<file path="config.mk">
export PLATFORM = sky130hd
export DESIGN_NAME = sbusResponseDriver
export DESIGN_NICKNAME = d
export VERILOG_FILES = /design/src/sbus_pkg.sv /design/src/mem_pkg.sv /design/src/sbusResponseDriver.sv
export VERILOG_INCLUDE_DIRS = /design/src
export SDC_FILE = /design/constraint.sdc
export NUM_CORES = 1
export LEC_CHECK = 0
export BUFFER_PORTS_ARGS = -buffer_cell sky130_fd_sc_hd__buf_2
export CAP_MARGIN = 20
export CELL_PAD_IN_SITES_DETAIL_PLACEMENT = 1
export CELL_PAD_IN_SITES_GLOBAL_PLACEMENT = 2
export CORE_AREA = 3 3 76 78
export CTS_CLUSTER_DIAMETER = 200
export CTS_CLUSTER_SIZE = 8
export DETAILED_ROUTE_END_ITERATION = 16
export DIE_AREA = 0 0 79 81
export GPL_ROUTABILITY_DRIVEN = 0
export GPL_TIMING_DRIVEN = 0
export HOLD_SLACK_MARGIN = 0.08
export PLACE_DENSITY = 0.85
export SYNTH_ARGS = -nofsm -noshare
export SYNTH_HDL_FRONTEND = slang
export SYNTH_SLANG_ARGS = --single-unit
</file>
<file path="constraint.sdc">
create_clock -name SBUS -period 4.1 [get_ports SBUS]
set_clock_uncertainty 0.1 [all_clocks]
set_input_delay 0.41 -clock SBUS [delete_from_list [all_inputs] [get_ports SBUS]]
set_output_delay 0.41 -clock SBUS [all_outputs]
set_load 0.05 [all_outputs]
</file>
<file path="src/mem_params.svh">
`ifndef MEM_PARAMS_SVH
`define MEM_PARAMS_SVH

// Word address width of the core
`define MEM_ADDR_BITS 18

// Core depth in words, 256K for simulation
`define MEM_DEPTH (1 << `MEM_ADDR_BITS)

// KL10 data word, bits 0 to 35
`define MEM_WORD_BITS 36

// ACKN pulse length in SBUS cycles
`define ACK_CYCLES 2

// VALID pulse length in SBUS cycles
`define VALID_CYCLES 2

`endif

</file>
<file path="src/sbus_pkg.sv">
`include "mem_params.svh"

package sbusPkg;

  // Quadword request as presented with START
  typedef struct packed {
    // Request mask, bit 0 is the first word
    logic [0:3] rq;
    // Word address, low two bits give the starting offset
    logic [`MEM_ADDR_BITS-1:0] adr;
    // High for a write cycle
    logic write;
    // Write data in KL10 bit order
    logic [0:`MEM_WORD_BITS-1] wdata;
    // Parity over wdata as sent by the requester
    logic wpar;
  } sbusReq;

  // Memory side of the bus
  typedef struct packed {
    // Word acknowledge, two cycles per word
    logic ackn;
    // Read data valid, two cycles per word
    logic valid;
    // Read data, zero outside VALID
    logic [0:`MEM_WORD_BITS-1] d;
    // XOR over d
    logic dataPar;
  } sbusResp;

endpackage

</file>
<file path="src/mem_pkg.sv">
`include "mem_params.svh"

package memPkg;

  // One core word, numbered 0 to 35 as on the KL10
  typedef logic [0:`MEM_WORD_BITS-1] memWord;

  // Word address; bits 1:0 are the offset inside the quadword
  typedef logic [`MEM_ADDR_BITS-1:0] memAddr;

  // Sequencer phases, same walk as the MB20 phase machine
  typedef enum logic [2:0] {
    IDLE,
    ACK1,
    ACK2,
    ACKtoREAD,
    READ1,
    READ2,
    SHIFT,
    WAITIDLE
  } seqState;

  // Bus parity is the plain XOR of all data bits
  function automatic logic wordPar(memWord w);
    return ^w;
  endfunction

endpackage

</file>
<file path="src/sbusResponseDriver.sv">
`timescale 1ns/1ps

module sbusResponseDriver (
  input  logic             SBUS,
  input  logic             reset,
  input  logic             ackOn,
  input  logic             validOn,
  input  memPkg::memWord   rdata,
  output sbusPkg::sbusResp resp
);
  import memPkg::*;

  logic   acknReg;
  logic   validReg;
  memWord dReg;
  logic   parReg;

  // Bus strobes, one register behind the sequencer state
  always_ff @(posedge SBUS) begin
    if (reset) begin
      acknReg  <= 1'b0;
      validReg <= 1'b0;
    end else begin
      acknReg  <= ackOn;
      validReg <= validOn;
    end
  end

  // Data and parity only while VALID is up, zero otherwise
  always_ff @(posedge SBUS) begin
    if (validOn) begin
      dReg   <= rdata;
      parReg <= wordPar(rdata);
    end else begin
      dReg   <= '0;
      parReg <= 1'b0;
    end
  end

  assign resp = '{ackn: acknReg, valid: validReg, d: dReg, dataPar: parReg};

endmodule

</file>
==> results.cfg <==
[outcome]
status = complete, no violations

[logic_synthesis]
ys_types = 15
ys_seq_area_frac = 0.560
synthCells = 120
synth_top_area_share = 0.560
synth_area_leader_cell = dfxtp_1
syn_nets = 160
ys_warn_count = 0
syn_avg_cell_area_um2 = 11.6
synth_area_leaders = dfxtp_1 (56%), and2_1 (16%), xnor2_1 (16%)
synth-seq-cells = 39
syn_area_mm2 = 0.00139

[critical_path]
criticalPathCategory = input pin to register
worst_setup_path_start_kind = input pin
setup.worst_path.end_class = register
crit_fanout = 2
critPathArrivalTime_ps = 1730
cp_data_required_time_ps = 4220

[floorplanning]
ioPinCount = 79
chipWidth_um = 79
core_mm2 = 0.00514
start_util = 0.271
die_y_um = 81
dieArea_mm2 = 0.00640
placementRows = 26

[cts]
clkTransAtPathRegs_ps = 80
cts_buffer_depth = 2
clock_sinks = 39
cts_tree = done
cts.htree.levels = 2
cts_hold_buf = 0
cts-root-buf = clkbuf_8
postCtsSetupBuffers = 0
cts_buffers = 5
cts_resized = 0

[grt]
antenna_found_initial = 0
grt_pass1_wl_mm = 5.14
met1_usage = 0.107
grt_pass1_vias = 1071
grt_use_total = 0.106
top_usage_layer = met2
grt_start_max_net_pins = 12
grt.met3_usage = 0.0443
gr-total-overflow = 0
met2_usage = 0.196

[timing]
setup_viol = 0
period_minus_slack_ps = 1610
final.setup.tns_ps = 0
finalCritPeriodShare = 0.393
relSlewSlack = 0.724
max_freq_mhz = 621
final_max_slew_viol_count = 0
worst_pin_slew_ps = 414
timing.final.hold_violations = 0
rsz0062_at_grt = no

[flow_run]
cap_violations = 0

[min_path]
hold_depth = 2
hold_class = input pin to register

[final_layout]
mostFrequentLayoutCells = buf_2 (78), dfxtp_1 (39), and2_1 (35), xnor2_1 (25), clkbuf_1 (6)
fillers = 649
area_growth_pct = 40.1
diodes = 0
drive_above_1_share = 0.437
final_common_cell = buf_2
nets = 245
fin_cells = 276

[routing]
route.vias.total = 1046
ant_nets = 0
dr.pass1.iters = 4
drt_iter0_drc = 13
wl_mm = 3.34
viasPerCell = 3.79
drc = 0
wl_per_cell_um = 12.1

[placement]
port_buffers = 78
placed_cells = 268
dp_hpwl_mm = 2.69

[power_and_ir_drop]
totalPowerFinal_uw = 918
p_leak_nw = 0.951
ir_worst_vdd_mv = 0.141
p_per_area_mw_per_mm2 = 470
synthesized netlist by cell type:
library cell,instances
and2_1,35
and2_2,1
buf_4,3
clkbuf_1,4
dfxtp_1,39
inv_1,1
mux2i_1,1
nand2_1,1
nor2_1,1
nor2b_1,1
or2_2,1
xnor2_1,25
xnor2_2,1
xnor3_1,2
xor2_1,4
sequential cells by signal (all words and copies together), names as in the netlist:
signal,cells
dReg,36
acknReg,1
parReg,1
validReg,1
cell families after synthesis:
| group | Yosys count | synth area share |
|---|---|---|
| XOR/XNOR | 32 | 0.226 |
| buffers and inverters | 8 | 0.0296 |
| flip-flops | 39 | 0.560 |
| multiplexers | 1 | 0.00718 |
| AND/OR/NAND/NOR | 40 | 0.177 |
per-layer routing:
metal,part of all wire,routed length [µm],up-vias
li1,-,-,530
met5,0,0,-
met3,0.072,239,2
met4,0.0093,31,0
met2,0.54,1810,38
met1,0.38,1260,476
through the flow:
| stage | area [µm²] | utilization | hold slack (ps) | worst slack [ps] |
|---|---|---|---|---|
| 2_1_floorplan | 1390 | - | 377 | 2450 |
| 3_3_place_gp | 1870 | 0.364 | 495 | 2210 |
| 3_5_place_dp | 1870 | 0.364 | 497 | 2190 |
| 4_1_cts | 1950 | 0.380 | 192 | 2480 |
| 5_1_grt | 1950 | 0.380 | 191 | 2450 |
| 6_report | 1950 | 0.380 | 202 | 2490 |
worst paths after layout:
path                       from                  end  slack [ps]
worst max-delay path  rdata[30]    parReg$_SDFF_PN0_        2490
worst min-delay path      reset  validReg$_SDFF_PP0_         200
where the power goes:
group / switching, mW / leakage (nW) / internal [mW]
clock: 0.128 / 0.0422 / 0.119
sequential: 0.00506 / 0.325 / 0.403
combinational: 0.151 / 0.584 / 0.112
total: 0.284 / 0.951 / 0.634
critical path, cell delays in order:
cell,delay [ps]
buf_2,110
xor2_1,160
xnor2_1,200
xnor3_1,450
or2_2,280
mux2i_1,120
area by class of cell:
type | instances | area, µm² | share of cell area
Timing Repair Buffer | 78 | 390 | 0.200
Multi-Input combinational cell | 73 | 572 | 0.293
Clock buffer | 7 | 76.3 | 0.0391
Inverter | 1 | 3.75 | 0.00192
Buffer | 7 | 37.5 | 0.0192
Clock inverter | 1 | 5.00 | 0.00256
Tap cell | 70 | 87.6 | 0.0448
Sequential cell | 39 | 781 | 0.400
(Power assumes the default switching activity.)
