File: config.mk
export PLATFORM = sky130hd
export DESIGN_NAME = quadwordSequencer
export DESIGN_NICKNAME = d
export VERILOG_FILES = /design/src/sbus_pkg.sv /design/src/mem_pkg.sv /design/src/quadwordSequencer.sv
export VERILOG_INCLUDE_DIRS = /design/src
export SDC_FILE = /design/constraint.sdc
export NUM_CORES = 1
export LEC_CHECK = 0
export ABC_AREA = 1
export ABC_CLOCK_PERIOD_IN_PS = 2800
export BUFFER_PORTS_ARGS = -buffer_cell sky130_fd_sc_hd__buf_4
export CORE_MARGIN = 2
export CORE_UTILIZATION = 45
export CTS_BUF_LIST = sky130_fd_sc_hd__clkbuf_4
export CTS_CLUSTER_DIAMETER = 60
export DETAILED_ROUTE_END_ITERATION = 8
export PLACE_DENSITY = 0.79
export SETUP_SLACK_MARGIN = 0.5
export SLEW_MARGIN = 20
export SYNTH_ARGS = -nofsm -noshare
export SYNTH_HDL_FRONTEND = slang
export SYNTH_SLANG_ARGS = --single-unit
File: constraint.sdc
create_clock -name SBUS -period 2.8 [get_ports SBUS]
set_input_delay 0.56 -clock SBUS [delete_from_list [all_inputs] [get_ports SBUS]]
set_output_delay 0.56 -clock SBUS [all_outputs]
set_load 0.02 [all_outputs]
File: src/mem_params.svh
`ifndef MEM_PARAMS_SVH
`define MEM_PARAMS_SVH

// Word address width of the core
`define MEM_ADDR_BITS 18

// Core depth in words, 256K for simulation
`define MEM_DEPTH (1 << `MEM_ADDR_BITS)

// KL10 data word, bits 0 to 35
`define MEM_WORD_BITS 36

// ACKN pulse length in SBUS cycles
`define ACK_CYCLES 2

// VALID pulse length in SBUS cycles
`define VALID_CYCLES 2

`endif

File: src/sbus_pkg.sv
`include "mem_params.svh"

package sbusPkg;

  // Quadword request as presented with START
  typedef struct packed {
    // Request mask, bit 0 is the first word
    logic [0:3] rq;
    // Word address, low two bits give the starting offset
    logic [`MEM_ADDR_BITS-1:0] adr;
    // High for a write cycle
    logic write;
    // Write data in KL10 bit order
    logic [0:`MEM_WORD_BITS-1] wdata;
    // Parity over wdata as sent by the requester
    logic wpar;
  } sbusReq;

  // Memory side of the bus
  typedef struct packed {
    // Word acknowledge, two cycles per word
    logic ackn;
    // Read data valid, two cycles per word
    logic valid;
    // Read data, zero outside VALID
    logic [0:`MEM_WORD_BITS-1] d;
    // XOR over d
    logic dataPar;
  } sbusResp;

endpackage

File: src/mem_pkg.sv
`include "mem_params.svh"

package memPkg;

  // One core word, numbered 0 to 35 as on the KL10
  typedef logic [0:`MEM_WORD_BITS-1] memWord;

  // Word address; bits 1:0 are the offset inside the quadword
  typedef logic [`MEM_ADDR_BITS-1:0] memAddr;

  // Sequencer phases, same walk as the MB20 phase machine
  typedef enum logic [2:0] {
    IDLE,
    ACK1,
    ACK2,
    ACKtoREAD,
    READ1,
    READ2,
    SHIFT,
    WAITIDLE
  } seqState;

  // Bus parity is the plain XOR of all data bits
  function automatic logic wordPar(memWord w);
    return ^w;
  endfunction

endpackage

File: src/quadwordSequencer.sv
`timescale 1ns/1ps
`include "mem_params.svh"

module quadwordSequencer (
  input  logic            SBUS,
  input  logic            reset,
  input  logic            pendValid,
  input  sbusPkg::sbusReq pend,
  input  logic            pendParOk,
  output logic            take,
  output logic            rdEn,
  output logic            wrEn,
  output memPkg::memAddr  addr,
  output memPkg::memWord  wdata,
  output logic            ackOn,
  output logic            validOn,
  output logic            parErr
);
  import memPkg::*;

  seqState    state;
  seqState    next;
  // Words not yet acknowledged, bit 0 is the current one
  logic [0:3] toAck;
  // Quadword base taken from the request
  memAddr     baseAddr;
  // Word offset, steps mod 4 on each word read
  logic [1:0] wo;
  memWord     wdataReg;
  logic       isWrite;
  // Only the first word of a write is stored
  logic       writePending;
  logic       parOkReg;
  // Cycles spent in ACK2 or READ2
  logic [3:0] phaseCnt;
  logic       ackDone;
  logic       readDone;

  // ACK1 and READ1 give the first pulse cycle, the *2 states the rest
  assign ackDone  = (phaseCnt == 4'(`ACK_CYCLES - 2));
  assign readDone = (phaseCnt == 4'(`VALID_CYCLES - 2));

  // Next state
  always_comb begin
    next = state;
    case (state)
      IDLE: begin
        if (pendValid) begin
          next = pend.rq[0] ? ACK1 : SHIFT;
        end
      end
      ACK1: next = ACK2;
      ACK2: begin
        if (ackDone) begin
          next = ACKtoREAD;
        end
      end
      // Writes commit here and skip the read cycles
      ACKtoREAD: next = isWrite ? SHIFT : READ1;
      READ1: next = READ2;
      READ2: begin
        if (readDone) begin
          next = SHIFT;
        end
      end
      SHIFT: begin
        if (toAck[1]) begin
          next = ACK1;
        end else if (toAck[1:3] == 3'b000) begin
          next = WAITIDLE;
        end
        // Otherwise stay and shift a clear mask bit through
      end
      WAITIDLE: next = IDLE;
      default: next = IDLE;
    endcase
  end

  // Control state
  always_ff @(posedge SBUS) begin
    if (reset) begin
      state        <= IDLE;
      toAck        <= 4'b0000;
      phaseCnt     <= 4'd0;
      isWrite      <= 1'b0;
      writePending <= 1'b0;
      parErr       <= 1'b0;
    end else begin
      state <= next;
      // One-cycle flag for a write that failed its parity check
      parErr <= (state == ACKtoREAD) && writePending && !parOkReg;
      if (state == ACK1 || state == READ1) begin
        phaseCnt <= 4'd0;
      end else if (state == ACK2 || state == READ2) begin
        phaseCnt <= phaseCnt + 4'd1;
      end
      case (state)
        IDLE: begin
          if (pendValid) begin
            toAck        <= pend.rq;
            isWrite      <= pend.write;
            writePending <= pend.write && pend.rq[0];
          end
        end
        ACKtoREAD: writePending <= 1'b0;
        SHIFT: toAck <= toAck << 1;
        default: ;
      endcase
    end
  end

  // Request payload and word offset
  always_ff @(posedge SBUS) begin
    if (take) begin
      baseAddr <= pend.adr;
      wo       <= pend.adr[1:0];
      wdataReg <= pend.wdata;
      parOkReg <= pendParOk;
    end else if (state == READ1) begin
      wo <= wo + 2'd1;
    end
  end

  assign take    = (state == IDLE) && pendValid;
  // Array read one cycle ahead of READ1 so data is ready for VALID
  assign rdEn    = (state == ACKtoREAD) && !isWrite;
  assign wrEn    = (state == ACKtoREAD) && writePending && parOkReg;
  assign addr    = {baseAddr[`MEM_ADDR_BITS-1:2], wo};
  assign wdata   = wdataReg;
  assign ackOn   = (state == ACK1) || (state == ACK2);
  assign validOn = (state == READ1) || (state == READ2);

endmodule

==> results.sh <==
export IMPL_nets=375
export IMPL_dieWidth_um=77.2
export IMPL_ys_seq_area_share_pct=79.4
export IMPL_area_delta_synth_final_pct=47.6
export IMPL_place_port_buffers=122
export IMPL_peakVddDrop_uv=485
export IMPL_r2r_end="wo[0]$_DFFE_PP_"
export IMPL_hp_class="in2reg"
export IMPL_crit_end="take"
export IMPL_synth_distinct_cells=18
export IMPL_leakage_nw=1.52
export IMPL_vias=1784
export IMPL_ff2ff_setup_slack_ps=1130
export IMPL_worstSkewPairLatency_ps=400
export IMPL_reg2reg_depth=7
export IMPL_worstMarginPinSlew_ps=406
export IMPL_final_setup_viol_count=0
export IMPL_cp_end_kind="primary output"
export IMPL_syn_inst=175
export IMPL_start_util_pct=46.9
export IMPL_yosysWarnings=0
export IMPL_syn_nets=241
export IMPL_ys_ff_latch=68
export IMPL_timing_slew_headroom_pct=72.8
export IMPL_htreeDepth=3
export IMPL_final_cells=384
export IMPL_powerDensity_mw_per_mm2=891
export IMPL_synth_xor_area_share_pct=0.727
export IMPL_synth_area_mm2=0.00241
export IMPL_drc=0
export IMPL_skew_ps=11.6
export IMPL_slew_violations=0
export IMPL_drtIter0Drc=163
export IMPL_place_inst=368
export IMPL_cp_start_kind="flop"
export IMPL_final_util_pct=69.2
export IMPL_synth_mux_area_share_pct=0
export IMPL_max_stage_delay_ps=380
export IMPL_die_area_mm2=0.00595
export IMPL_globalRouteTotalUtil_pct=18.3
export IMPL_cts_buffers=9
export IMPL_startpoint="state[0]$_SDFFE_PP0P_"
export IMPL_grt_max_degree=48
export IMPL_post_drt_wl_per_cell_um=14.4
export IMPL_crit_chain="inv_2 -> nand2_1 -> nor2_1 -> nand2_2 -> inv_8 -> buf_4"
export IMPL_crit_slowest_cell="dfxtp_1"
export IMPL_timing_final_crit_share_pct=77.7
export IMPL_arrival_ps=1620
export IMPL_diodes=0
export IMPL_critPathMaxFanout=16
export IMPL_core_area_mm2=0.00514
export IMPL_worst_slack_ps=624
export IMPL_path_clk_slew_ps=110
export IMPL_grt_ovfl_total=0
export IMPL_ios=124
export IMPL_synthAdderAreaFrac_pct=1.04
export IMPL_synth_compound_area_share_pct=3.84
export IMPL_cts_sinks=68
export IMPL_grt_pass1_wl_mm=8.10
export IMPL_syn_mean_instance_area_um2=13.8
export IMPL_die_h_um=77.2
export IMPL_fillers=367
export IMPL_place_ws_ps=915
export IMPL_via_per_inst=4.65
export IMPL_wl_mm=5.54
export IMPL_grt_pass1_vias=1561
export IMPL_rows=26
export IMPL_ant_nets=0
export IMPL_maxCapViolCount=0
export IMPL_period_needed_ps=2180
export IMPL_antenna_found_initial=0
export IMPL_status="complete, no violations"
export IMPL_fin_area_mm2=0.00356
export IMPL_drive_gt1_share_pct=47.8
export IMPL_synth_top_family_by_area="simple AND/OR/NAND/NOR gates"
export IMPL_fin_total_pwr_mw=3.17
export IMPL_tritoncts="done"
export IMPL_rsz0062_at_grt="yes"
export IMPL_gp_congestion=0.842
export IMPL_clockBufferDepth=2
export IMPL_fmax_ghz=0.460
export IMPL_firstDrtPassIters=6
export IMPL_yosys_area_share_simple_pct=12.1
export IMPL_crit_type="reg2out"
export IMPL_r2r_start="state[0]$_SDFFE_PP0P_"
export IMPL_root_buffer="clkbuf_4"
export IMPL_hold_viol_final=0
export IMPL_holdWs_ps=330
export IMPL_required_ps=2240
export IMPL_tns_ps=0
export IMPL_dpl_instance_area_mm2=0.00343
export IMPL_hpwl_mm=4.15
## cells in the final DEF, fill, tap and decap left out, drive strengths merged
cell      synthesis  routed
nand4             1       1
edfxtp           55      55
o211ai            2       2
nor2             16      16
o21ai             4       4
nand3            13      13
inv              19      19
buf               0     123
dfxtp            13      13
xnor2             1       1
clkinv            0       3
xor2              1       1
a31oi             2       2
ha                2       2
a21oi             9       9
clkbuf            0      11
clkinvlp          0       2
nor3              2       2
nand2            35      35
## logic make-up after synthesis
group	after synthesis
flip-flops	68
adder cells (fa/ha/maj)	2
buffers and inverters	19
AND/OR/NAND/NOR	67
XOR/XNOR	2
AO/OA/AOI/OAI	17
## worst min-delay path by stage
stage                            start             endpoint  slack (ps)  cells past startpoint
floorplan           parOkReg$_DFFE_PP_    parErr$_SDFF_PP0_         420                      1
global placement    parOkReg$_DFFE_PP_    parErr$_SDFF_PP0_         430                      1
detailed placement  parOkReg$_DFFE_PP_    parErr$_SDFF_PP0_         430                      1
CTS                           pend[11]  wdata[10]$_DFFE_PP_         300                      1
global route                   pend[3]   wdata[2]$_DFFE_PP_         280                      1
finish                        pend[21]  wdata[20]$_DFFE_PP_         330                      1
## final cells by class
type	count	area, um2	area share, %
clock buffer	11	82.6	2.32
tap	70	87.6	2.46
multi-input combinational	88	430	12.1
clock inverter	5	28.8	0.809
inverter	19	78.8	2.22
sequential	68	1910	53.8
timing repair buffer	123	936	26.3
## routing by layer
layer,vias up,track usage (%),wire length (um)
li1,877,-,-
met1,810,22.4,2220
met2,91,27.7,2660
met3,6,9.06,602
met4,0,7.68,61
met5,-,0,0
## timing repair
action / CTS / global route
resized for setup: 1 / 3
hold buffers: 0 / 0
cloned: 0 / 0
pin swaps: 0 / 0
setup endpoints to repair: 1 / 3
setup buffers: 0 / 0
## report_power, final
| part | switching, mW | internal (mW) |
|---|---|---|
| registers | 0.107 | 1.39 |
| logic | 0.706 | 0.440 |
| clock network | 0.327 | 0.197 |
| total | 1.14 | 2.03 |
## cells in the mapped netlist
cell       n  area, um2
xnor2_1    1       8.76
a31oi_1    2       12.5
nand3_1   11       55.1
nor3_1     2       10.0
o211ai_1   2       15.0
inv_1     13       48.8
edfxtp_1  55       1650
o21ai_0    4       20.0
xor2_1     1       8.76
a21oi_1    9       45.0
nand2_2    3       18.8
inv_2      6       22.5
ha_1       2       25.0
nand2_1   32        120
nor2_1    16       60.1
nand3_2    2       20.0
dfxtp_1   13        260
nand4_1    1       6.26
## flip-flops by register name, indices dropped and copies added (netlist names)
name and cells:
parErr 1, wdata 36, baseAddr 16, toAck 3, writePending 1, wo 2, phaseCnt 4, isWrite 1
parOkReg 1, state 3
## critical path, delay by kind of cell (launching register included)
family,cells,cell delay [ps]
buffers and inverters,3,440
AND/OR/NAND/NOR,3,390
flip-flops,1,380
(Power assumes the default switching activity.)
