[config.mk]
export PLATFORM = sky130hd
export DESIGN_NAME = sbusRequestPort
export DESIGN_NICKNAME = d
export VERILOG_FILES = /design/src/sbus_pkg.sv /design/src/mem_pkg.sv /design/src/sbusRequestPort.sv
export VERILOG_INCLUDE_DIRS = /design/src
export SDC_FILE = /design/constraint.sdc
export NUM_CORES = 1
export LEC_CHECK = 0
export BUFFER_PORTS_ARGS = -buffer_cell sky130_fd_sc_hd__buf_2
export CAP_MARGIN = 20
export CORE_ASPECT_RATIO = 1.5
export CORE_MARGIN = 5
export CORE_UTILIZATION = 40
export DETAILED_ROUTE_END_ITERATION = 8
export HOLD_SLACK_MARGIN = 0.03
export PLACE_DENSITY = 0.7
export SYNTH_ARGS = -nofsm -noshare
export SYNTH_HDL_FRONTEND = slang
export SYNTH_SLANG_ARGS = --single-unit
[constraint.sdc]
create_clock -name SBUS -period 1.83 [get_ports SBUS]
set_input_delay 0.0915 -clock SBUS [delete_from_list [all_inputs] [get_ports SBUS]]
set_output_delay 0.0915 -clock SBUS [all_outputs]
set_load 0.02 [all_outputs]
[src/mem_params.svh]
`ifndef MEM_PARAMS_SVH
`define MEM_PARAMS_SVH

// Word address width of the core
`define MEM_ADDR_BITS 18

// Core depth in words, 256K for simulation
`define MEM_DEPTH (1 << `MEM_ADDR_BITS)

// KL10 data word, bits 0 to 35
`define MEM_WORD_BITS 36

// ACKN pulse length in SBUS cycles
`define ACK_CYCLES 2

// VALID pulse length in SBUS cycles
`define VALID_CYCLES 2

`endif

[src/sbus_pkg.sv]
`include "mem_params.svh"

package sbusPkg;

  // Quadword request as presented with START
  typedef struct packed {
    // Request mask, bit 0 is the first word
    logic [0:3] rq;
    // Word address, low two bits give the starting offset
    logic [`MEM_ADDR_BITS-1:0] adr;
    // High for a write cycle
    logic write;
    // Write data in KL10 bit order
    logic [0:`MEM_WORD_BITS-1] wdata;
    // Parity over wdata as sent by the requester
    logic wpar;
  } sbusReq;

  // Memory side of the bus
  typedef struct packed {
    // Word acknowledge, two cycles per word
    logic ackn;
    // Read data valid, two cycles per word
    logic valid;
    // Read data, zero outside VALID
    logic [0:`MEM_WORD_BITS-1] d;
    // XOR over d
    logic dataPar;
  } sbusResp;

endpackage

[src/mem_pkg.sv]
`include "mem_params.svh"

package memPkg;

  // One core word, numbered 0 to 35 as on the KL10
  typedef logic [0:`MEM_WORD_BITS-1] memWord;

  // Word address; bits 1:0 are the offset inside the quadword
  typedef logic [`MEM_ADDR_BITS-1:0] memAddr;

  // Sequencer phases, same walk as the MB20 phase machine
  typedef enum logic [2:0] {
    IDLE,
    ACK1,
    ACK2,
    ACKtoREAD,
    READ1,
    READ2,
    SHIFT,
    WAITIDLE
  } seqState;

  // Bus parity is the plain XOR of all data bits
  function automatic logic wordPar(memWord w);
    return ^w;
  endfunction

endpackage

[src/sbusRequestPort.sv]
`timescale 1ns/1ps

module sbusRequestPort (
  input  logic            SBUS,
  input  logic            reset,
  input  logic            start,
  input  sbusPkg::sbusReq req,
  input  logic            take,
  output logic            pendValid,
  output sbusPkg::sbusReq pend,
  output logic            pendParOk
);
  import memPkg::*;

  // One-entry request slot
  //
  // START is a single-cycle strobe with req stable. The next START
  // may come while the sequencer still drives VALID for the previous
  // request, so the slot decouples the bus from the sequencer.

  // Slot occupancy
  always_ff @(posedge SBUS) begin
    if (reset) begin
      pendValid <= 1'b0;
    end else if (start) begin
      // New request wins over a take in the same cycle
      pendValid <= 1'b1;
    end else if (take) begin
      // Sequencer latched the request, slot is free again
      pendValid <= 1'b0;
    end
  end

  // Slot payload
  always_ff @(posedge SBUS) begin
    if (start) begin
      pend <= req;
      // Check write parity once at capture
      pendParOk <= (req.wpar == wordPar(req.wdata));
    end
  end

endmodule

==> reports/qor.yml, run 1 <==
cts:
  number_of_clock_buffers_inserted_by_tritoncts: 9
  cts.reportedPaths.clkPinSlew_ps: 70
  cts_htree_levels: 3
  cts_hold_buf: 61
  resized_cells_post_cts: 0
  tritoncts: "built"
  cts.sink_count: 62
  cts_root_buffer: "sky130_fd_sc_hd__clkbuf_8"
  post_cts_setup_repair_bufs: 0
  worstSkewPairLatency_ps: 310
  clock_tree.buffer_depth: 2
worst_setup_path:
  critPathArrivalTime_ps: 1820
  r2r-end: "pendValid"
  critical_path.cell_chain: "dlygate4sd3_1, buf_2, xor2_1, xnor2_1, xnor2_1, xnor3_1, xnor2_1"
  worstPathMaxFanout: 2
  end_kind: "flop"
  rr_startpoint: "pendValid"
  critPathMaxStageDelay_ps: 540
  total_buffers_and_inverters_traversed_by_the_critical_path: 2
  worst_path_dominant_cell_family: "XOR/XNOR gates"
  setup.worst_path.class: "in2reg"
  worstRegToRegCells: 2
  worst-endpoint-required_ps: 1910
  cp_slowest_cell: "sky130_fd_sc_hd__dlygate4sd3_1"
  regToRegSetupSlack_ps: 1250
  cp_common_cell: "sky130_fd_sc_hd__xnor2_1"
  worst_setup_path_start_kind: "input port"
synth:
  post-synth-top-area-fraction: 0.8385
  synth.cell_area_um2: 2185
  synthDistinctLibCells: 8
  synth-main-ff-cell: "sky130_fd_sc_hd__edfxtp_1"
  synth_enable_flop_cells: 61
  synth.most_common_cell: "sky130_fd_sc_hd__edfxtp_1"
  synth_top_cells_by_count: "sky130_fd_sc_hd__edfxtp_1, sky130_fd_sc_hd__xnor2_1, sky130_fd_sc_hd__xor2_1"
  synth_seq_area_share: 0.8477
  synth_top_area_cell: "sky130_fd_sc_hd__edfxtp_1"
  synthesis.yosys.warnings: 0
  synth-seq-cells: 62
  largest_cells_by_area_after_synthesis: "sky130_fd_sc_hd__edfxtp_1, sky130_fd_sc_hd__xnor2_1, sky130_fd_sc_hd__xor2_1"
  async_reset_ff_frac: 0
  synthesis.nets: 164
  synth.avg_cell_area_um2: 21.85
  syn_inst: 100
detailed_routing:
  routed_wire_length_per_instance_um: 15.31
  total_wirelength_of_the_detailed_routed_design_mm: 5.694
  detail_route.first_pass.iterations: 4
  route.detailed.vias_per_inst: 4.323
  vias: 1608
  initialDrtViolationCount: 135
  ant_nets_after_route: 0
  drc_errors: 0
sta:
  period_minus_slack_ps: 1741
  timing.slew.headroom: 0.7862
  worst_pin_slew_ps: 320.7
  hold_viol_final: 0
  fin_tns_setup_ps: 0
  fin_skew_ps: 0
  final_setup_fails: 0
  grt_setup_unrepaired: "false"
  fmax_mhz: 574.5
  post-route-worst-setup-slack_ps: 89.44
  final_max_slew_viol_count: 0
  layout_worst_path_cycle_share: 0.9511
power:
  vdd_ir_drop_max_mv: 0.9473
  cellPowerDensity_nw_per_um2: 960.8
  cellLeakagePower_nw: 1.560
grt:
  grt_pass1_vias: 1744
  grt.overflow.total: 0
  antenna_found_initial: 0
  grt_start_max_net_pins: 63
  gr-usage-all-layers: 0.1667
  grt_pass1_wl_mm: 8.728
layout:
  fin_util: 0.6854
  nNetsFinal: 362
  final_layout_size_suffix_gt1_frac: 0.4603
  fin_area_um2: 3707
  insertedDiodeCount: 0
  flow.area_growth_from_synthesis_pct: 69.70
floorplanning:
  die_area_um2: 7070
  rows: 33
  start_util: 0.4039
  die_w_um: 70.34
  io_pins: 126
  chipHeight_um: 100.5
  std_cell_core_area_um2: 5409
placed_design:
  dp_hpwl_mm: 3.539
  minimum_setup_slack_after_placement_ps: 321.0
  detailed_place.area_um2: 2918
  gp_congestion: 0.7494
  io_buffer_count: 125
flow_run:
  max_cap_violations: 0
worst_hold_path:
  hold-path-endpoint: "pendValid"
  worst_hold_path.num_cells: 4
  worst_hold_path_type: "in2reg"
  worst_hold_startpoint: "take"
outcome:
  outcome: "complete, no violations"
[final cells by class]
class                   count  area [µm²]
clock buffers              10       127.6
clock inverters             5       51.30
fillers                   355        1702
inverters                   1       3.754
multi-input cells          37       329.1
flip-flops and latches     62        1852
well taps                  70       87.58
repair buffers            187        1256
[through the flow]
stage	power, mW	cells	hold slack, ps
floorplan	2.143	100	163.9
global placement	2.382	296	247.7
detailed placement	2.393	296	253.3
CTS	3.590	372	59.60
global route	3.704	372	99.53
finish	3.562	372	76.15
[power by group]
| group | switching, mW | internal (mW) |
|---|---|---|
| Sequential | 0.0303 | 1.71 |
| Combinational | 0.370 | 0.359 |
| Clock | 0.483 | 0.612 |
[routing by layer]
layer  wire (µm)  part of all wire  up-vias  GRT usage
li1            -                 -      760          -
met5           0                 0        -          0
met1        2031              0.36      743     0.1730
met2        2949              0.52       89     0.2886
met3         570              0.10       16    0.06088
met4         143             0.025        0    0.09292
[cell usage in the layout, fill, tap and decap left out]
master	synthesis	final
sky130_fd_sc_hd__clkinvlp_4	0	1
sky130_fd_sc_hd__xor2_1	6	6
sky130_fd_sc_hd__nor2_1	1	1
sky130_fd_sc_hd__a21oi_1	1	1
sky130_fd_sc_hd__edfxtp_1	61	61
sky130_fd_sc_hd__xnor2_1	28	28
sky130_fd_sc_hd__dlygate4sd3_1	0	61
sky130_fd_sc_hd__buf_2	0	125
sky130_fd_sc_hd__dfxtp_1	1	1
sky130_fd_sc_hd__clkbuf_8	0	9
sky130_fd_sc_hd__buf_12	0	1
sky130_fd_sc_hd__inv_1	1	1
sky130_fd_sc_hd__clkinv_2	0	2
sky130_fd_sc_hd__bufinv_16	0	1
sky130_fd_sc_hd__clkbuf_1	0	1
sky130_fd_sc_hd__xnor3_1	1	1
sky130_fd_sc_hd__clkinv_1	0	1
[worst max-delay path by stage]
stage | start | to | slack [ps] | cells after the start
2_1_floorplan | req[17] | pendParOk | 500 | 5
3_3_place_gp | req[17] | pendParOk | 310 | 6
3_5_place_dp | req[17] | pendParOk | 320 | 6
4_1_cts | req[2] | pendParOk | 110 | 7
5_1_grt | req[17] | pendParOk | 20 | 7
6_report | req[6] | pendParOk | 90 | 7
[registers in the layout (all words and copies together), names as in the netlist]
name / flops
pendValid: 1
pend: 60
pendParOk: 1
[kinds of logic (layout without fill, tap and decap cells)]
logic type / count (synthesis) / after routing / share of synthesized area
XOR/XNOR: 35 / 35 / 0.1466
flip-flops: 62 / 62 / 0.8477
AND/OR/NAND/NOR: 1 / 1 / 0.001717
AO/OA/AOI/OAI: 1 / 1 / 0.002289
buffers and inverters: 1 / 203 / 0.001717
[worst reg2reg max path: stages, from the launching register on]
cell	delay, ps
sky130_fd_sc_hd__dfxtp_1	310
sky130_fd_sc_hd__a21oi_1	120
sky130_fd_sc_hd__nor2_1	50
(Power assumes the default switching activity.)
==> inputs of run 2 (changes only) <==
==> constraint.sdc (replaced) <==
create_clock -name SBUS -period 1.9 [get_ports SBUS]
set_input_delay 0.095 -clock SBUS [delete_from_list [all_inputs] [get_ports SBUS]]
set_output_delay 0.095 -clock SBUS [all_outputs]
set_load 0.02 [all_outputs]
==> run 2 against run 1 <==
Net effect:
- final cell count is 0.27% higher
- sequential cell count is the same
- critical path type unchanged
- highest routed layer unchanged
- combinational power fell by 2%
- first-iteration DRC count fell by 41%
- die area unchanged
- largest cell class unchanged
==> reports/qor.yml, run 2 (synthesis results as in run 1) <==
outcome:
  outcome: "complete, no violations"
layout:
  flow.area_growth_from_synthesis_pct: 70.90
  registers.top_by_ff_count: "pend"
  layout.cells.most_common: "sky130_fd_sc_hd__buf_2"
  most_frequent_cells_in_the_layout: "sky130_fd_sc_hd__buf_2, sky130_fd_sc_hd__dlygate4sd3_1, sky130_fd_sc_hd__edfxtp_1"
  final-seq-area_um2: 1852
  final_layout_size_suffix_gt1_frac: 0.4587
  nNetsFinal: 362
  reg_top3: "pend x60, pendParOk x1, pendValid x1"
  fill_cells: 362
  fin_util: 0.6903
  insertedDiodeCount: 0
  largest_register_ffs: 60
  multi_input_comb_area_um2: 329.1
placed_design:
  gp_congestion: 0.7490
  io_buffer_count: 125
  dp_hpwl_mm: 3.641
detailed_routing:
  ant_nets_after_route: 0
  initialDrtViolationCount: 80
  detail_route.first_pass.iterations: 4
  route.detailed.vias_per_inst: 4.365
  routed_wire_length_per_instance_um: 16.06
  drc_errors: 0
  total_wirelength_of_the_detailed_routed_design_mm: 5.990
  vias: 1628
floorplanning:
  io_pins: 126
  rows: 33
  die_w_um: 70.34
  std_cell_core_area_um2: 5409
  die_area_um2: 7070
  start_util: 0.4039
  chipHeight_um: 100.5
flow_run:
  max_cap_violations: 0
worst_setup_path:
  critPathMaxStageDelay_ps: 540
  timing.critical_path.depth: 7
  rr_startpoint: "pendValid"
  worst-endpoint-required_ps: 1980
  worstRegToRegCells: 2
  r2r-end: "pendValid"
  timing.critical_path.from: "req[13]"
  crit_path_end: "pendParOk"
  critPathArrivalTime_ps: 1860
  cp_slowest_cell: "sky130_fd_sc_hd__dlygate4sd3_1"
  critical_path.cell_chain: "dlygate4sd3_1, buf_2, xor2_1, xnor2_1, xnor2_1, xnor3_1, xnor2_1"
  worst_setup_path_start_kind: "input port"
  cp_common_cell: "sky130_fd_sc_hd__xnor2_1"
  total_buffers_and_inverters_traversed_by_the_critical_path: 2
  regToRegSetupSlack_ps: 1320
  end_kind: "flop"
  worst_path_dominant_cell_family: "XOR/XNOR gates"
  worstPathMaxFanout: 2
  setup.worst_path.class: "in2reg"
sta:
  layout_worst_path_cycle_share: 0.9358
  final_max_slew_viol_count: 0
  worst_pin_slew_ps: 320.1
  timing.slew.headroom: 0.7866
  fin_skew_ps: 0
  final_setup_fails: 0
  grt_setup_unrepaired: "false"
  fmax_mhz: 562.4
  hold_viol_final: 0
  period_minus_slack_ps: 1778
  fin_tns_setup_ps: 0
power:
  cellPowerDensity_nw_per_um2: 960.8
  vdd_ir_drop_max_mv: 0.5444
  cellLeakagePower_nw: 1.575
grt:
  antenna_found_initial: 0
  grt_pass1_vias: 1754
  gr-usage-all-layers: 0.1801
  grt_start_max_net_pins: 63
  grt_pass1_wl_mm: 9.294
  grt.overflow.total: 0
cts:
  cts_root_buffer: "sky130_fd_sc_hd__clkbuf_8"
  cts.reportedPaths.clkPinSlew_ps: 60
  cts.sink_count: 62
  cts_htree_levels: 3
  number_of_clock_buffers_inserted_by_tritoncts: 9
  tritoncts: "built"
  worstSkewPairLatency_ps: 320
  post_cts_setup_repair_bufs: 0
  clock_tree.buffer_depth: 2
worst_hold_path:
  worst_hold_startpoint: "take"
  worst_hold_path_type: "in2reg"
==> run 2: where the power goes <==
part / switching [mW] / total (mW) / internal, mW
clock network: 0.466 / 1.20 / 0.730
logic: 0.367 / 0.717 / 0.350
registers: 0.0298 / 1.67 / 1.64
==> run 2: through the flow <==
| step | instances | setup slack [ps] | total power, mW | hold slack, ps | instance area [µm²] |
|---|---|---|---|---|---|
| floorplan | 100 | 561.6 | 2.064 | 167.4 | 2185 |
| global placement | 296 | 383.2 | 2.294 | 251.2 | 2918 |
| detailed placement | 296 | 377.4 | 2.306 | 253.0 | 2918 |
| CTS | 373 | 178.6 | 3.602 | 49.88 | 3734 |
| global route | 373 | 20.48 | 3.753 | 68.55 | 3734 |
| finish | 373 | 122.1 | 3.587 | 63.81 | 3734 |
==> run 2: area by class of cell <==
class,count,share of cell area
flip-flops and latches,62,0.4960
clock buffers,11,0.03519
well taps,70,0.02346
clock inverters,5,0.01977
repair buffers,187,0.3365
inverters,1,0.001005
multi-input cells,37,0.08814
==> run 2: worst reg2reg max path, cell delays in order, from the launching register on <==
cell and delay (ps):
sky130_fd_sc_hd__dfxtp_1 310, sky130_fd_sc_hd__a21oi_1 120, sky130_fd_sc_hd__nor2_1 50
==> run 2: worst min-delay path by stage <==
| stage | end | slack [ps] | cells after the start |
|---|---|---|---|
| 5_1_grt | pendValid | 70 | 4 |
| 2_1_floorplan | pendValid | 170 | 1 |
| 3_5_place_dp | pendValid | 250 | 2 |
| 3_3_place_gp | pendValid | 250 | 2 |
| 6_report | pendValid | 60 | 4 |
| 4_1_cts | pendValid | 50 | 4 |
==> run 2: repair_timing <==
action                                 CTS  global route
hold buffers                            61             0
setup endpoints to repair                0             1
endpoints found under the hold margin   61             0
resized for setup                        0             0
==> run 2: layer usage <==
layer  global-route usage  routed length (µm)  vias up
li1                     -                   -      763
met1               0.1890                2159      768
met2               0.3182                3169       91
met3              0.06786                 577        6
met4              0.07965                  83        0
met5                    0                   0        -
==> inputs of run 3 (changes only) <==
--- a/config.mk
+++ b/config.mk
@@ -14,6 +14,7 @@
 export DETAILED_ROUTE_END_ITERATION = 8
 export HOLD_SLACK_MARGIN = 0.03
 export PLACE_DENSITY = 0.7
+export RECOVER_POWER = 25
 export SYNTH_ARGS = -nofsm -noshare
 export SYNTH_HDL_FRONTEND = slang
 export SYNTH_SLANG_ARGS = --single-unit
==> run 3 against run 2 <==
Net effect:
- via count is essentially flat
- combinational power down 0.7%
- critical path type unchanged
- global-route usage unchanged
- die area unchanged
- highest routed layer unchanged
- core utilization shrank 0.28 points
- sequential share of layout area grew 0.20 points
- largest cell class unchanged
- power barely moved
- clock power is essentially flat
- design area fell by 0.40%
- sequential cell count stayed put
- fmax increased by 0.28%
- routed wire length decreased by 0.40%
==> reports/qor.yml, run 3 (synthesis results as in run 1) <==
power:
  vdd_ir_drop_max_mv: 0.5445
  cellPowerDensity_nw_per_um2: 964.5
  clockPowerShare: 0.334
  netSwitchingPower_mw: 0.8632
  cellLeakagePower_nw: 1.570
  seq_power_share: 0.467
  p_int_mw: 2.724
  p_total_mw: 3.587
  switching_share_of_total_power: 0.2407
  power.combinational.fraction: 0.199
placed_design:
  minimum_setup_slack_after_placement_ps: 377.4
  io_buffer_count: 125
  detailed_place.area_um2: 2918
  gp_congestion: 0.7490
  dp_hpwl_mm: 3.641
  dpl.cell_count: 296
detailed_routing:
  route.detailed.vias_per_inst: 4.362
  routed_wire_length_per_instance_um: 15.99
  ant_nets_after_route: 0
  drc_errors: 0
  initialDrtViolationCount: 70
  total_wirelength_of_the_detailed_routed_design_mm: 5.966
  detail_route.first_pass.iterations: 4
  vias: 1627
sta:
  post-route-worst-setup-slack_ps: 127.0
  fin_tns_setup_ps: 0
  fmax_mhz: 564.0
  grt_setup_unrepaired: "false"
  final_max_slew_viol_count: 0
  final_setup_fails: 0
  worst_pin_slew_ps: 1481
  layout_worst_path_cycle_share: 0.9331
  period_minus_slack_ps: 1773
  timing.slew.headroom: 0.01236
  fin_skew_ps: 0
  hold_viol_final: 0
cts:
  number_of_clock_buffers_inserted_by_tritoncts: 9
  cts.sink_count: 62
  cts_htree_levels: 3
  cts_root_buffer: "sky130_fd_sc_hd__clkbuf_8"
  tritoncts: "built"
  resized_cells_post_cts: 0
  clock_tree.buffer_depth: 2
  worstSkewPairLatency_ps: 320
  post_cts_setup_repair_bufs: 0
  cts.reportedPaths.clkPinSlew_ps: 60
layout:
  final_layout_size_suffix_gt1_frac: 0.4587
  most_frequent_cells_in_the_layout: "sky130_fd_sc_hd__buf_2, sky130_fd_sc_hd__dlygate4sd3_1, sky130_fd_sc_hd__edfxtp_1"
  flow.area_growth_from_synthesis_pct: 70.22
  nNetsFinal: 362
  registers.top_by_ff_count: "pend"
  fill_cells: 364
  reg_top3: "pend x60, pendParOk x1, pendValid x1"
  instances_no_fill: 373
  fin_area_um2: 3719
  layout.cells.most_common: "sky130_fd_sc_hd__buf_2"
  largest_register_ffs: 60
  insertedDiodeCount: 0
worst_setup_path:
  setup.worst_path.class: "in2reg"
  cp_slowest_cell: "sky130_fd_sc_hd__dlygate4sd3_1"
  worst-endpoint-required_ps: 1980
  critPathMaxStageDelay_ps: 540
  cp_common_cell: "sky130_fd_sc_hd__xnor2_1"
  total_buffers_and_inverters_traversed_by_the_critical_path: 2
  worst_path_dominant_cell_family: "XOR/XNOR gates"
  worst_setup_path_start_kind: "input port"
  end_kind: "flop"
  worstPathMaxFanout: 2
  critical_path.cell_chain: "dlygate4sd3_1, buf_2, xor2_1, xnor2_1, xnor2_1, xnor3_1, xnor2_1"
  critPathArrivalTime_ps: 1860
floorplanning:
  start_util: 0.4039
  die_area_um2: 7070
  die_w_um: 70.34
  chipHeight_um: 100.5
  io_pins: 126
  std_cell_core_area_um2: 5409
  rows: 33
grt:
  grt_pass1_vias: 1754
  grt.overflow.total: 0
  grt_start_max_net_pins: 63
  grt_pass1_wl_mm: 9.294
  gr-usage-all-layers: 0.1801
  antenna_found_initial: 0
worst_hold_path:
  worst_hold_path_type: "in2reg"
flow_run:
  max_cap_violations: 0
outcome:
  outcome: "complete, no violations"
[run 3: cell types whose count changed in the layout (fill, tap and decap cells not counted), sizes merged]
| cell | delta |
|---|---|
| buf | -1 |
| clkbuf | +1 |
[run 3: layout make-up]
class | count | area [µm²] | share of cell area
clock inverters | 5 | 73.82 | 0.01985
clock buffers | 11 | 131.4 | 0.03533
multi-input cells | 37 | 329.1 | 0.08849
repair buffers | 187 | 1241 | 0.3338
well taps | 70 | 87.58 | 0.02355
inverters | 1 | 3.754 | 0.001009
flip-flops and latches | 62 | 1852 | 0.4980
[run 3: final timing paths]
check | startpoint | endpoint | slack (ps) | depth (start not counted)
setup / recovery | req[13] | pendParOk | 130 | 7
hold / removal | take | pendValid | 60 | 4
setup reg to reg | pendValid | pendValid | 1300 | 2
hold reg to reg | pendValid | pendValid | 490 | 2
[run 3: metal layers]
metal	GRT usage	up-vias	share of wire
met4	0.07965	0	0.013
met2	0.3182	91	0.54
li1	-	763	-
met5	0	-	0
met1	0.1890	767	0.36
met3	0.06786	6	0.092
[run 3: stage by stage]
stage,util,hold WS [ps]
2_1_floorplan,-,167.4
3_5_place_dp,0.5394,253.0
5_1_grt,0.6875,68.55
4_1_cts,0.6903,49.88
3_3_place_gp,0.5394,251.2
6_report,0.6875,64.86
[run 3: power groups by stage]
stage	Sequential, mW	Combinational, mW	Clock, mW
3_5_place_dp	1.70	0.606	0
6_report	1.68	0.712	1.20
5_1_grt	1.69	0.762	1.30
3_3_place_gp	1.69	0.600	0
4_1_cts	1.67	0.707	1.22
2_1_floorplan	1.86	0.204	0
[run 3: what timing repair did]
item,in CTS,in global routing
hold buffers,61,0
hold endpoints to repair,61,0
endpoints found under the setup margin,0,1
[run 3: worst reg2reg max path, cell delays in order, from the launching register on]
cell	delay [ps]
sky130_fd_sc_hd__dfxtp_1	310
sky130_fd_sc_hd__a21oi_1	120
sky130_fd_sc_hd__nor2_1	60
